[src/rtl/pit_bus_pkg.sv]
`default_nettype none

// ======================================================================
// bus side definitions for the interval timer
// ======================================================================
package pit_bus_pkg;

	// word address and data widths of the slave port
	localparam int ADDR_W = 12;
	localparam int DATA_W = 32;

	// one access as seen by the register file
	// stb is high for exactly one cycle per bus access
	typedef struct packed {
		logic              stb;
		logic              we;
		logic [ADDR_W-1:0] adr;
		logic [DATA_W-1:0] dat;
	} bus_req_t;

	// per counter registers, low two bits of the word address
	// the counter index sits above them
	localparam logic [1:0] REG_COUNT  = 2'd0;
	localparam logic [1:0] REG_MAX    = 2'd1;
	localparam logic [1:0] REG_ONTIME = 2'd2;
	localparam logic [1:0] REG_CTRL   = 2'd3;

	// global registers, full word address
	localparam logic [ADDR_W-1:0] REG_UFLOW     = 12'h100;
	localparam logic [ADDR_W-1:0] REG_SYNC      = 12'h101;
	localparam logic [ADDR_W-1:0] REG_IE        = 12'h102;
	localparam logic [ADDR_W-1:0] REG_OUT       = 12'h103;
	localparam logic [ADDR_W-1:0] REG_IGATE     = 12'h104;
	localparam logic [ADDR_W-1:0] REG_IGATE_SET = 12'h105;
	localparam logic [ADDR_W-1:0] REG_IGATE_CLR = 12'h106;

	// control word bit positions
	localparam int CTRL_LD  = 0;
	localparam int CTRL_CE  = 1;
	localparam int CTRL_AR  = 2;
	localparam int CTRL_XC  = 3;
	localparam int CTRL_GE  = 4;
	localparam int CTRL_NOW = 7;

endpackage

`default_nettype wire

[src/rtl/pit_timer_pkg.sv]
`default_nettype none

// ======================================================================
// counter side definitions for the interval timer
// ======================================================================
package pit_timer_pkg;

	// widest count the bus can return in one word
	localparam int MAX_BITS = 32;

	// configuration handed to a counter when it is applied
	// only the low BITS of the wide fields are used
	typedef struct packed {
		logic [MAX_BITS-1:0] max_cnt;
		logic [MAX_BITS-1:0] on_time;
		// load max count, clears itself in the counter
		logic                ld;
		// count enable
		logic                ce;
		// reload on underflow, else stop
		logic                ar;
		// count external clock edges
		logic                xc;
		// honour the gate
		logic                ge;
	} chan_cfg_t;

	// what a counter reports back
	typedef struct packed {
		logic [MAX_BITS-1:0] count;
		// output pin level
		logic                out;
		// live enable, drops on a one-shot underflow
		logic                ce;
		// single cycle underflow pulse
		logic                uf;
	} chan_stat_t;

endpackage

`default_nettype wire

[src/rtl/pit_bus_fsm.sv]
`default_nettype none

// bus slave sequencer
// each cyc/stb access becomes one request strobe, then the ack is held
// until the master drops stb
module pit_bus_fsm (
	input  wire logic                             clk_i,
	input  wire logic                             rst_i,
	input  wire logic                             cyc_i,
	input  wire logic                             stb_i,
	input  wire logic                             we_i,
	input  wire logic [pit_bus_pkg::ADDR_W-1:0]   adr_i,
	input  wire logic [pit_bus_pkg::DATA_W-1:0]   dat_i,
	output pit_bus_pkg::bus_req_t                 req_o,
	output logic                                  ack_o
);

	typedef enum logic [1:0] {
		ST_IDLE,
		ST_ACCESS,
		ST_ACK
	} state_t;

	state_t state;

	// access captured when the strobe is first seen
	logic                           we_q;
	logic [pit_bus_pkg::ADDR_W-1:0] adr_q;
	logic [pit_bus_pkg::DATA_W-1:0] dat_q;

	always_ff @(posedge clk_i) begin
		if (rst_i) begin
			state <= ST_IDLE;
		end else begin
			case (state)
				ST_IDLE:   if (cyc_i && stb_i) state <= ST_ACCESS;
				// register file acts on this edge, ack comes up with it
				ST_ACCESS: state <= ST_ACK;
				// master holds stb for back-pressure, we just wait
				ST_ACK:    if (!stb_i) state <= ST_IDLE;
				default:   state <= ST_IDLE;
			endcase
		end
	end

	always_ff @(posedge clk_i) begin
		if (state == ST_IDLE && cyc_i && stb_i) begin
			we_q <= we_i;
			adr_q <= adr_i;
			dat_q <= dat_i;
		end
	end

	always_comb begin
		req_o.stb = (state == ST_ACCESS);
		req_o.we = we_q;
		req_o.adr = adr_q;
		req_o.dat = dat_q;
	end

	assign ack_o = (state == ST_ACK);

	// an ack only ever answers a strobe that the master is still driving
	a_ack_needs_stb: assert property (@(posedge clk_i) disable iff (rst_i)
		$rose(ack_o) |-> $past(cyc_i && stb_i));

	// a request follows a stb sampled while ack was low, one cycle only
	// so a held stb under back-pressure never issues a second one
	a_stb_single: assert property (@(posedge clk_i) disable iff (rst_i)
		req_o.stb |-> $past(cyc_i && stb_i && !ack_o) && !$past(req_o.stb));

endmodule

`default_nettype wire

[src/rtl/pit_channel.sv]
`default_nettype none

// one down-counter of the timer block
module pit_channel #(
	parameter int BITS = 32
) (
	input  wire logic                      clk_i,
	input  wire logic                      rst_i,
	input  wire logic                      apply_i,
	input  wire pit_timer_pkg::chan_cfg_t  cfg_i,
	input  wire logic                      ext_clk_i,
	input  wire logic                      gate_i,
	input  wire logic                      igate_i,
	output pit_timer_pkg::chan_stat_t      stat_o
);

	localparam int MB = pit_timer_pkg::MAX_BITS;

	pit_timer_pkg::chan_cfg_t cfg_r;
	logic [BITS-1:0] count, max_cnt, on_time;
	logic            xclk_q, xclk_qq, xclk_rise;
	logic            gate_ok, tick, do_load, at_zero;
	logic            out_q, uf_q;

	assign max_cnt = cfg_r.max_cnt[BITS-1:0];
	assign on_time = cfg_r.on_time[BITS-1:0];

	// ======================================================================
	// tick decision
	// ======================================================================
	// external clock sampled, rising edge seen one cycle after the pin
	always_ff @(posedge clk_i) begin
		if (rst_i) begin
			xclk_q <= 1'b0;
			xclk_qq <= 1'b0;
		end else begin
			xclk_q <= ext_clk_i;
			xclk_qq <= xclk_q;
		end
	end

	assign xclk_rise = xclk_q & ~xclk_qq;
	// gate needs both the register bit and the pin
	assign gate_ok = ~cfg_r.ge | (igate_i & gate_i);
	assign tick = cfg_r.ce & (~cfg_r.xc | xclk_rise) & gate_ok;
	assign do_load = cfg_r.ld;
	assign at_zero = (count == '0);

	// ======================================================================
	// counter
	// ======================================================================
	always_ff @(posedge clk_i) begin
		if (rst_i) begin
			cfg_r <= '0;
			cfg_r.ar <= 1'b1;
			count <= '0;
			out_q <= 1'b0;
			uf_q <= 1'b0;
		end else begin
			uf_q <= 1'b0;
			if (do_load) begin
				count <= max_cnt;
				cfg_r.ld <= 1'b0;
			end else if (tick) begin
				if (at_zero) begin
					uf_q <= 1'b1;
					out_q <= 1'b0;
					if (cfg_r.ar) begin
						count <= max_cnt;
					end else begin
						// one-shot, wraps to all ones and stops
						count <= count - 1'b1;
						cfg_r.ce <= 1'b0;
					end
				end else begin
					count <= count - 1'b1;
					if (count == on_time) out_q <= 1'b1;
				end
			end
			// a new configuration overrides the self-clearing bits above
			if (apply_i) cfg_r <= cfg_i;
		end
	end

	always_comb begin
		stat_o.count = MB'(count);
		stat_o.out = out_q;
		stat_o.ce = cfg_r.ce;
		stat_o.uf = uf_q;
	end

	// load takes priority over any tick and is gone one cycle later
	a_load_no_dec: assert property (@(posedge clk_i) disable iff (rst_i)
		do_load && !apply_i |=> count == $past(max_cnt) && !cfg_r.ld);

endmodule

`default_nettype wire

[src/rtl/pit_regfile.sv]
`default_nettype none

// register file of the timer block
// holding registers, apply and sync, status, interrupt and gate control
module pit_regfile #(
	parameter int NTIMER = 4,
	parameter int BITS = 32
) (
	input  wire logic                                    clk_i,
	input  wire logic                                    rst_i,
	input  wire pit_bus_pkg::bus_req_t                   req_i,
	input  wire pit_timer_pkg::chan_stat_t [NTIMER-1:0]  stat_i,
	output logic [NTIMER-1:0]                            apply_o,
	output pit_timer_pkg::chan_cfg_t [NTIMER-1:0]        cfg_o,
	output logic [NTIMER-1:0]                            igate_o,
	output logic [pit_bus_pkg::DATA_W-1:0]               dat_o,
	output logic                                         irq_o
);

	localparam int DW = pit_bus_pkg::DATA_W;
	localparam int MB = pit_timer_pkg::MAX_BITS;
	// mode bits after reset, auto-reload only
	localparam logic [4:0] MODE_RST = 5'(1 << pit_bus_pkg::CTRL_AR);

	// holding values, written by the bus and copied on apply
	logic [BITS-1:0]   max_h [NTIMER];
	logic [BITS-1:0]   ont_h [NTIMER];
	logic [NTIMER-1:0] ld_h, ce_h, ar_h, xc_h, ge_h;

	logic [NTIMER-1:0] ie, underflow, irqf, igate;
	logic [NTIMER-1:0] uf_vec, out_vec, sel, ctrl_wr, uf_clr;
	logic              wr, sync_wr;
	logic [1:0]        reg_sel;
	logic [DW-1:0]     wdat, rd_data;

	// builds an applied configuration, mode bits in control word order
	function automatic pit_timer_pkg::chan_cfg_t pack_cfg(input logic [BITS-1:0] mx,
			input logic [BITS-1:0] on, input logic [4:0] mode);
		pit_timer_pkg::chan_cfg_t c;
		c.max_cnt = MB'(mx);
		c.on_time = MB'(on);
		c.ld = mode[pit_bus_pkg::CTRL_LD];
		c.ce = mode[pit_bus_pkg::CTRL_CE];
		c.ar = mode[pit_bus_pkg::CTRL_AR];
		c.xc = mode[pit_bus_pkg::CTRL_XC];
		c.ge = mode[pit_bus_pkg::CTRL_GE];
		return c;
	endfunction

	// ======================================================================
	// address decode
	// ======================================================================
	assign wr = req_i.stb & req_i.we;
	assign wdat = req_i.dat;
	assign reg_sel = req_i.adr[1:0];
	assign sync_wr = wr && req_i.adr == pit_bus_pkg::REG_SYNC;
	// a set bit in the status write acks that counter
	assign uf_clr = (wr && req_i.adr == pit_bus_pkg::REG_UFLOW) ? wdat[NTIMER-1:0] : '0;

	always_comb begin
		for (int n = 0; n < NTIMER; n++) begin
			// globals sit above every counter index, so they never match here
			sel[n] = (req_i.adr[pit_bus_pkg::ADDR_W-1:2] == n);
			ctrl_wr[n] = wr && sel[n] && reg_sel == pit_bus_pkg::REG_CTRL;
			uf_vec[n] = stat_i[n].uf;
			out_vec[n] = stat_i[n].out;
		end
	end

	// ======================================================================
	// holding registers and apply
	// ======================================================================
	always_ff @(posedge clk_i) begin
		for (int n = 0; n < NTIMER; n++) begin
			if (wr && sel[n] && reg_sel == pit_bus_pkg::REG_MAX) max_h[n] <= wdat[BITS-1:0];
			if (wr && sel[n] && reg_sel == pit_bus_pkg::REG_ONTIME) ont_h[n] <= wdat[BITS-1:0];
		end
	end

	always_ff @(posedge clk_i) begin
		if (rst_i) begin
			ld_h <= '0;
			ce_h <= '0;
			ar_h <= '1;
			xc_h <= '0;
			ge_h <= '0;
			apply_o <= '0;
			for (int n = 0; n < NTIMER; n++) begin
				cfg_o[n] <= pack_cfg('0, '0, MODE_RST);
			end
		end else begin
			apply_o <= '0;
			for (int n = 0; n < NTIMER; n++) begin
				if (ctrl_wr[n]) begin
					// a load applied right away is used up, don't keep it for a sync
					ld_h[n] <= wdat[pit_bus_pkg::CTRL_LD] & ~wdat[pit_bus_pkg::CTRL_NOW];
					ce_h[n] <= wdat[pit_bus_pkg::CTRL_CE];
					ar_h[n] <= wdat[pit_bus_pkg::CTRL_AR];
					xc_h[n] <= wdat[pit_bus_pkg::CTRL_XC];
					ge_h[n] <= wdat[pit_bus_pkg::CTRL_GE];
					if (wdat[pit_bus_pkg::CTRL_NOW]) begin
						apply_o[n] <= 1'b1;
						cfg_o[n] <= pack_cfg(max_h[n], ont_h[n], wdat[4:0]);
					end
				end
				// sync write starts every selected counter on the same edge
				if (sync_wr && wdat[n]) begin
					apply_o[n] <= 1'b1;
					cfg_o[n] <= pack_cfg(max_h[n], ont_h[n],
						{ge_h[n], xc_h[n], ar_h[n], ce_h[n], ld_h[n]});
					ld_h[n] <= 1'b0;
				end
			end
		end
	end

	// ======================================================================
	// status, interrupts and internal gate
	// ======================================================================
	always_ff @(posedge clk_i) begin
		if (rst_i) begin
			ie <= '0;
			underflow <= '0;
			irqf <= '0;
			igate <= '0;
		end else begin
			if (wr) begin
				case (req_i.adr)
					pit_bus_pkg::REG_IE:        ie <= wdat[NTIMER-1:0];
					pit_bus_pkg::REG_IGATE:     igate <= wdat[NTIMER-1:0];
					pit_bus_pkg::REG_IGATE_SET: igate <= igate | wdat[NTIMER-1:0];
					pit_bus_pkg::REG_IGATE_CLR: igate <= igate & ~wdat[NTIMER-1:0];
					default: ;
				endcase
			end
			// acking a counter also masks its interrupt until re-enabled
			if (|uf_clr) ie <= ie & ~uf_clr;
			// a fresh underflow wins over a clear in the same cycle
			underflow <= (underflow & ~uf_clr) | uf_vec;
			irqf <= (irqf & ~uf_clr) | (uf_vec & ie);
		end
	end

	assign igate_o = igate;
	assign irq_o = |irqf;

	// ======================================================================
	// read mux
	// ======================================================================
	always_comb begin
		rd_data = '0;
		case (req_i.adr)
			pit_bus_pkg::REG_UFLOW: rd_data = DW'(underflow);
			pit_bus_pkg::REG_IE:    rd_data = DW'(ie);
			pit_bus_pkg::REG_OUT:   rd_data = DW'(out_vec);
			pit_bus_pkg::REG_IGATE: rd_data = DW'(igate);
			default: begin
				for (int n = 0; n < NTIMER; n++) begin
					if (sel[n]) begin
						case (reg_sel)
							pit_bus_pkg::REG_COUNT:  rd_data = DW'(stat_i[n].count);
							pit_bus_pkg::REG_MAX:    rd_data = DW'(max_h[n]);
							pit_bus_pkg::REG_ONTIME: rd_data = DW'(ont_h[n]);
							default: begin
								// live enable, applied mode bits, load reads 0
								rd_data[pit_bus_pkg::CTRL_CE] = stat_i[n].ce;
								rd_data[pit_bus_pkg::CTRL_AR] = cfg_o[n].ar;
								rd_data[pit_bus_pkg::CTRL_XC] = cfg_o[n].xc;
								rd_data[pit_bus_pkg::CTRL_GE] = cfg_o[n].ge;
							end
						endcase
					end
				end
			end
		endcase
	end

	// read data held until the next read
	always_ff @(posedge clk_i) begin
		if (req_i.stb && !req_i.we) dat_o <= rd_data;
	end

	// only a bus write may start a counter configuration
	a_apply_after_write: assert property (@(posedge clk_i) disable iff (rst_i)
		|apply_o |-> $past(wr));

endmodule

`default_nettype wire

[src/rtl/pit_top.sv]
`default_nettype none

// programmable interval timer, NTIMER counters behind a cyc/stb slave
module pit_top #(
	parameter int NTIMER = 4,
	parameter int BITS = 32
) (
	input  wire logic                            clk_i,
	input  wire logic                            rst_i,
	input  wire logic                            cyc_i,
	input  wire logic                            stb_i,
	input  wire logic                            we_i,
	input  wire logic [pit_bus_pkg::ADDR_W-1:0]  adr_i,
	input  wire logic [pit_bus_pkg::DATA_W-1:0]  dat_i,
	output logic                                 ack_o,
	output logic [pit_bus_pkg::DATA_W-1:0]       dat_o,
	input  wire logic [NTIMER-1:0]               ext_clk_i,
	input  wire logic [NTIMER-1:0]               gate_i,
	output logic [NTIMER-1:0]                    out_o,
	output logic                                 irq_o
);

	pit_bus_pkg::bus_req_t                 req;
	logic [NTIMER-1:0]                     apply, igate;
	pit_timer_pkg::chan_cfg_t [NTIMER-1:0]  cfg;
	pit_timer_pkg::chan_stat_t [NTIMER-1:0] stat;

	pit_bus_fsm u_bus (
		.clk_i(clk_i),
		.rst_i(rst_i),
		.cyc_i(cyc_i),
		.stb_i(stb_i),
		.we_i(we_i),
		.adr_i(adr_i),
		.dat_i(dat_i),
		.req_o(req),
		.ack_o(ack_o)
	);

	pit_regfile #(
		.NTIMER(NTIMER),
		.BITS(BITS)
	) u_regs (
		.clk_i(clk_i),
		.rst_i(rst_i),
		.req_i(req),
		.stat_i(stat),
		.apply_o(apply),
		.cfg_o(cfg),
		.igate_o(igate),
		.dat_o(dat_o),
		.irq_o(irq_o)
	);

	// ======================================================================
	// counters
	// ======================================================================
	for (genvar g = 0; g < NTIMER; g++) begin : g_chan
		pit_channel #(
			.BITS(BITS)
		) u_chan (
			.clk_i(clk_i),
			.rst_i(rst_i),
			.apply_i(apply[g]),
			.cfg_i(cfg[g]),
			.ext_clk_i(ext_clk_i[g]),
			.gate_i(gate_i[g]),
			.igate_i(igate[g]),
			.stat_o(stat[g])
		);
		assign out_o[g] = stat[g].out;
	end

endmodule

`default_nettype wire

[config.mk]
export PLATFORM = sky130hd
export DESIGN_NAME = pit_top
export DESIGN_NICKNAME = d
export VERILOG_FILES = /design/src/rtl/pit_bus_pkg.sv /design/src/rtl/pit_timer_pkg.sv /design/src/rtl/pit_bus_fsm.sv /design/src/rtl/pit_channel.sv /design/src/rtl/pit_regfile.sv /design/src/rtl/pit_top.sv
export SDC_FILE = /design/constraint.sdc
export NUM_CORES = 2
export LEC_CHECK = 0
export BUFFER_PORTS_ARGS = -buffer_cell sky130_fd_sc_hd__clkbuf_2
export CELL_PAD_IN_SITES_DETAIL_PLACEMENT = 0
export CELL_PAD_IN_SITES_GLOBAL_PLACEMENT = 1
export CORE_ASPECT_RATIO = 2
export CORE_MARGIN = 2
export CORE_UTILIZATION = 49
export DETAILED_ROUTE_END_ITERATION = 10
export GPL_ROUTABILITY_DRIVEN = 0
export PLACE_DENSITY_LB_ADDON = 0.25
export SLEW_MARGIN = 0
export SYNTH_ARGS = -nofsm -noshare
export SYNTH_HDL_FRONTEND = slang
export SYNTH_SLANG_ARGS = --single-unit
[constraint.sdc]
create_clock -name clk_i -period 4.68 [get_ports clk_i]
set_input_delay 0.936 -clock clk_i [delete_from_list [all_inputs] [get_ports clk_i]]
set_output_delay 0.936 -clock clk_i [all_outputs]
set_load 0.05 [all_outputs]
==> out/results.tsv <==
metric	value	unit
vias	35150	
seqPwrFrac	52.3	%
io_buffers	94	
holdWs	402.1	ps
power_frac_comb	2.7	%
netlist_top_cells_area	dfxtp_1, edfxtp_1, mux2i_1, nand2_1, a21oi_1	
ys_warn_count	0	
outcome	complete, no violations	
seq_area_frac_synth	55.10	%
drc_errors	0	
drive_gt1_share	9.057	%
maxSlewHeadroom	20.79	%
grt_start_max_net_pins	170	
ant_nets	0	
max_freq	292.2	MHz
p_per_area	372.8	mW/mm^2
netlist_area	0.04496	mm^2
vias_per_cell	6.070	
cap_violations	0	
synth_top_area_share	32.86	%
synthTopCellsByCount	dfxtp_1, nand2_1, nor2_1	
layout.nets	4576	
dpl.hpwl	102.4	mm
p_sw_share	22.43	%
synth_edf_count	333	
fin_tns_setup	0	ps
rr_startpoint	u_bus.adr_q[7]	
finalSetupViolCount	0	
crit_arrival	3740	ps
gr-total-overflow	0	
h-tree-depth	3	
avgRoutedWirePerCell	26.37	um
finalHoldViolCount	0	
fin_crit	3422	ps
clock-sinks	1071	
r2r_end	u_regs.ont_h[3][30]	
grt_pass1_wl	223.2	mm
power.leakage	16.76	nW
worstHoldPathCells	1	
cts.repair.resized	0	
antenna_found_initial	8	
ioPinCount	95	
hp-start	dat_i[31]	
vdd_drop_max	392.6	uV
worst_pin_slew	1179	ps
slew_viol_final	0	
fill_cells	8250	
critPathKind	flop to flop	
ctsHoldBuffers	0	
worstSetupStartpointType	flop	
hold-path-endpoint	u_bus.dat_q[31]	
synth_nets	4675	
initial_core_util	49.33	%
avgSynthCellArea	9.753	um^2
worst_setup_path_end_kind	flop	
crit_required	5000	ps
synthMostInstantiatedCell	dfxtp_1	
die_x	218.2	um
wl	152.7	mm
p_int	14.33	mW
clkPwrFrac	45.0	%
numCtsBuffers	95	
cp_max_fo	32	
synth_top_area_cell	dfxtp_1	
synth_cell_types	86	
worst_clock_skew	31.76	ps
seq_area	0.02479	mm^2
area_growth	10.25	%
clock_path_buffers	3	
rows	157	
drt_iter0_drc	3318	
cts.reportedPaths.clkPinSlew	70	ps
power.switching	4.144	mW
fp.coreArea	0.09115	mm^2
r2r_cells	6	
ys_seq_elements	1071	
rsz0062_at_grt	no	
cts-root-buf	clkbuf_16	
dr.pass1.iters	6	
synthFlopType	dfxtp_1	
tritoncts	built	
clock_latency	710	ps
worstHoldPathType	input port to flop	
async_flop_share	0	%
die_h	432.4	um
syn_inst	4610	
dieArea	0.09434	mm^2
r2r_setup_slack	1260	ps
grt_pass1_vias	33360	
fin_crit_sh	73.13	%
multi_input_comb_area	0.01866	mm^2
track_usage	32.07	%
post_cts_buffers	0	
==> final cells by class <==
cell class,count,share of cell area [%]
Sequential cell,1071,50.01
Multi-Input combinational cell,3139,37.65
Clock buffer,127,5.520
Tap cell,1192,3.009
Timing Repair Buffer,169,2.383
Clock inverter,52,1.141
Inverter,35,0.2650
Antenna cell,6,0.03029
==> state kept, by name (all words and copies together), names as in the netlist, 12 cells and up <==
name                   cells
g_chan.u_chan.count      128
u_regs.ont_h             128
u_regs.max_h             128
g_chan.u_chan.on_time    128
g_chan.u_chan.cfg_r       12
u_bus.adr_q               12
g_chan.u_chan.max_cnt    128
u_regs.cfg_o             276
u_regs.dat_o              32
u_bus.dat_q               32
==> critical path: stages (launching register included) <==
cell	delay, ps
edfxtp_1	420
or4_1	680
nor2_1	560
nand3_1	330
buf_4	360
nor2_4	140
buf_4	490
==> cell families after synthesis <==
logic type | share of synthesized area, %
XOR/XNOR | 2.532
buffers and inverters | 3.671
AO/OA/AOI/OAI | 11.70
multiplexers | 10.06
flip-flops | 55.10
AND/OR/NAND/NOR | 16.72
adder cells (fa/ha/maj) | 0.2226
==> power groups by stage <==
stage	clock network [mW]	logic, mW	registers, mW
2_1_floorplan	0	0.243	9.82
3_3_place_gp	0	0.484	9.87
3_5_place_dp	0	0.485	9.87
4_1_cts	8.43	0.487	9.66
5_1_grt	8.78	0.505	9.66
6_report	8.32	0.494	9.67
==> worst max-delay path by stage <==
stage,from,end,slack [ps]
after floorplan,u_bus.adr_q[7],u_regs.max_h[3][0],1160
after global placement,gate_i[2],g_chan[2].u_chan.count[6],1330
after detailed placement,gate_i[2],g_chan[2].u_chan.count[6],1260
after CTS,u_bus.adr_q[7],u_regs.ont_h[3][27],1380
after global routing,u_bus.adr_q[7],u_regs.max_h[3][27],1210
final,u_bus.adr_q[7],u_regs.ont_h[3][30],1260
==> cells in the final DEF (no fill, tap or decap), types with 33 or more instances in the layout <==
master	Yosys	final
mux2i_1	409	409
nand4_1	48	48
o22ai_1	37	37
clkbuf_16	0	102
xor2_1	33	33
inv_1	35	34
a21oi_1	438	438
o21ai_0	144	144
dfxtp_1	738	734
clkbuf_2	0	93
a31oi_1	42	42
edfxtp_1	333	333
nor3_1	93	93
xnor2_1	97	97
nor4_1	53	53
nor2_1	467	455
buf_4	14	64
o211ai_1	48	48
nand3_1	110	110
nand2_1	733	729
==> stage by stage <==
| stage | utilization (%) | instance area [um^2] | power (mW) | setup WS [ps] | std cells |
|---|---|---|---|---|---|
| global route | 54.37 | 49560 | 18.94 | 1213 | 5785 |
| finish | 54.39 | 49570 | 18.48 | 1258 | 5791 |
| global placement | 50.75 | 46250 | 10.35 | 1329 | 5606 |
| CTS | 54.37 | 49560 | 18.58 | 1381 | 5785 |
| detailed placement | 50.75 | 46250 | 10.36 | 1260 | 5606 |
| floorplan | - | 44960 | 10.06 | 1160 | 4610 |
==> per-layer routing <==
layer	vias to the layer above	global-route usage, %	share of wire, %
li1	16120	-	-
met1	17220	39.95	39
met2	1476	51.07	47
met3	340	5.753	7.6
met4	4	20.64	6.8
met5	-	0	0.018
(Power assumes the default switching activity.)
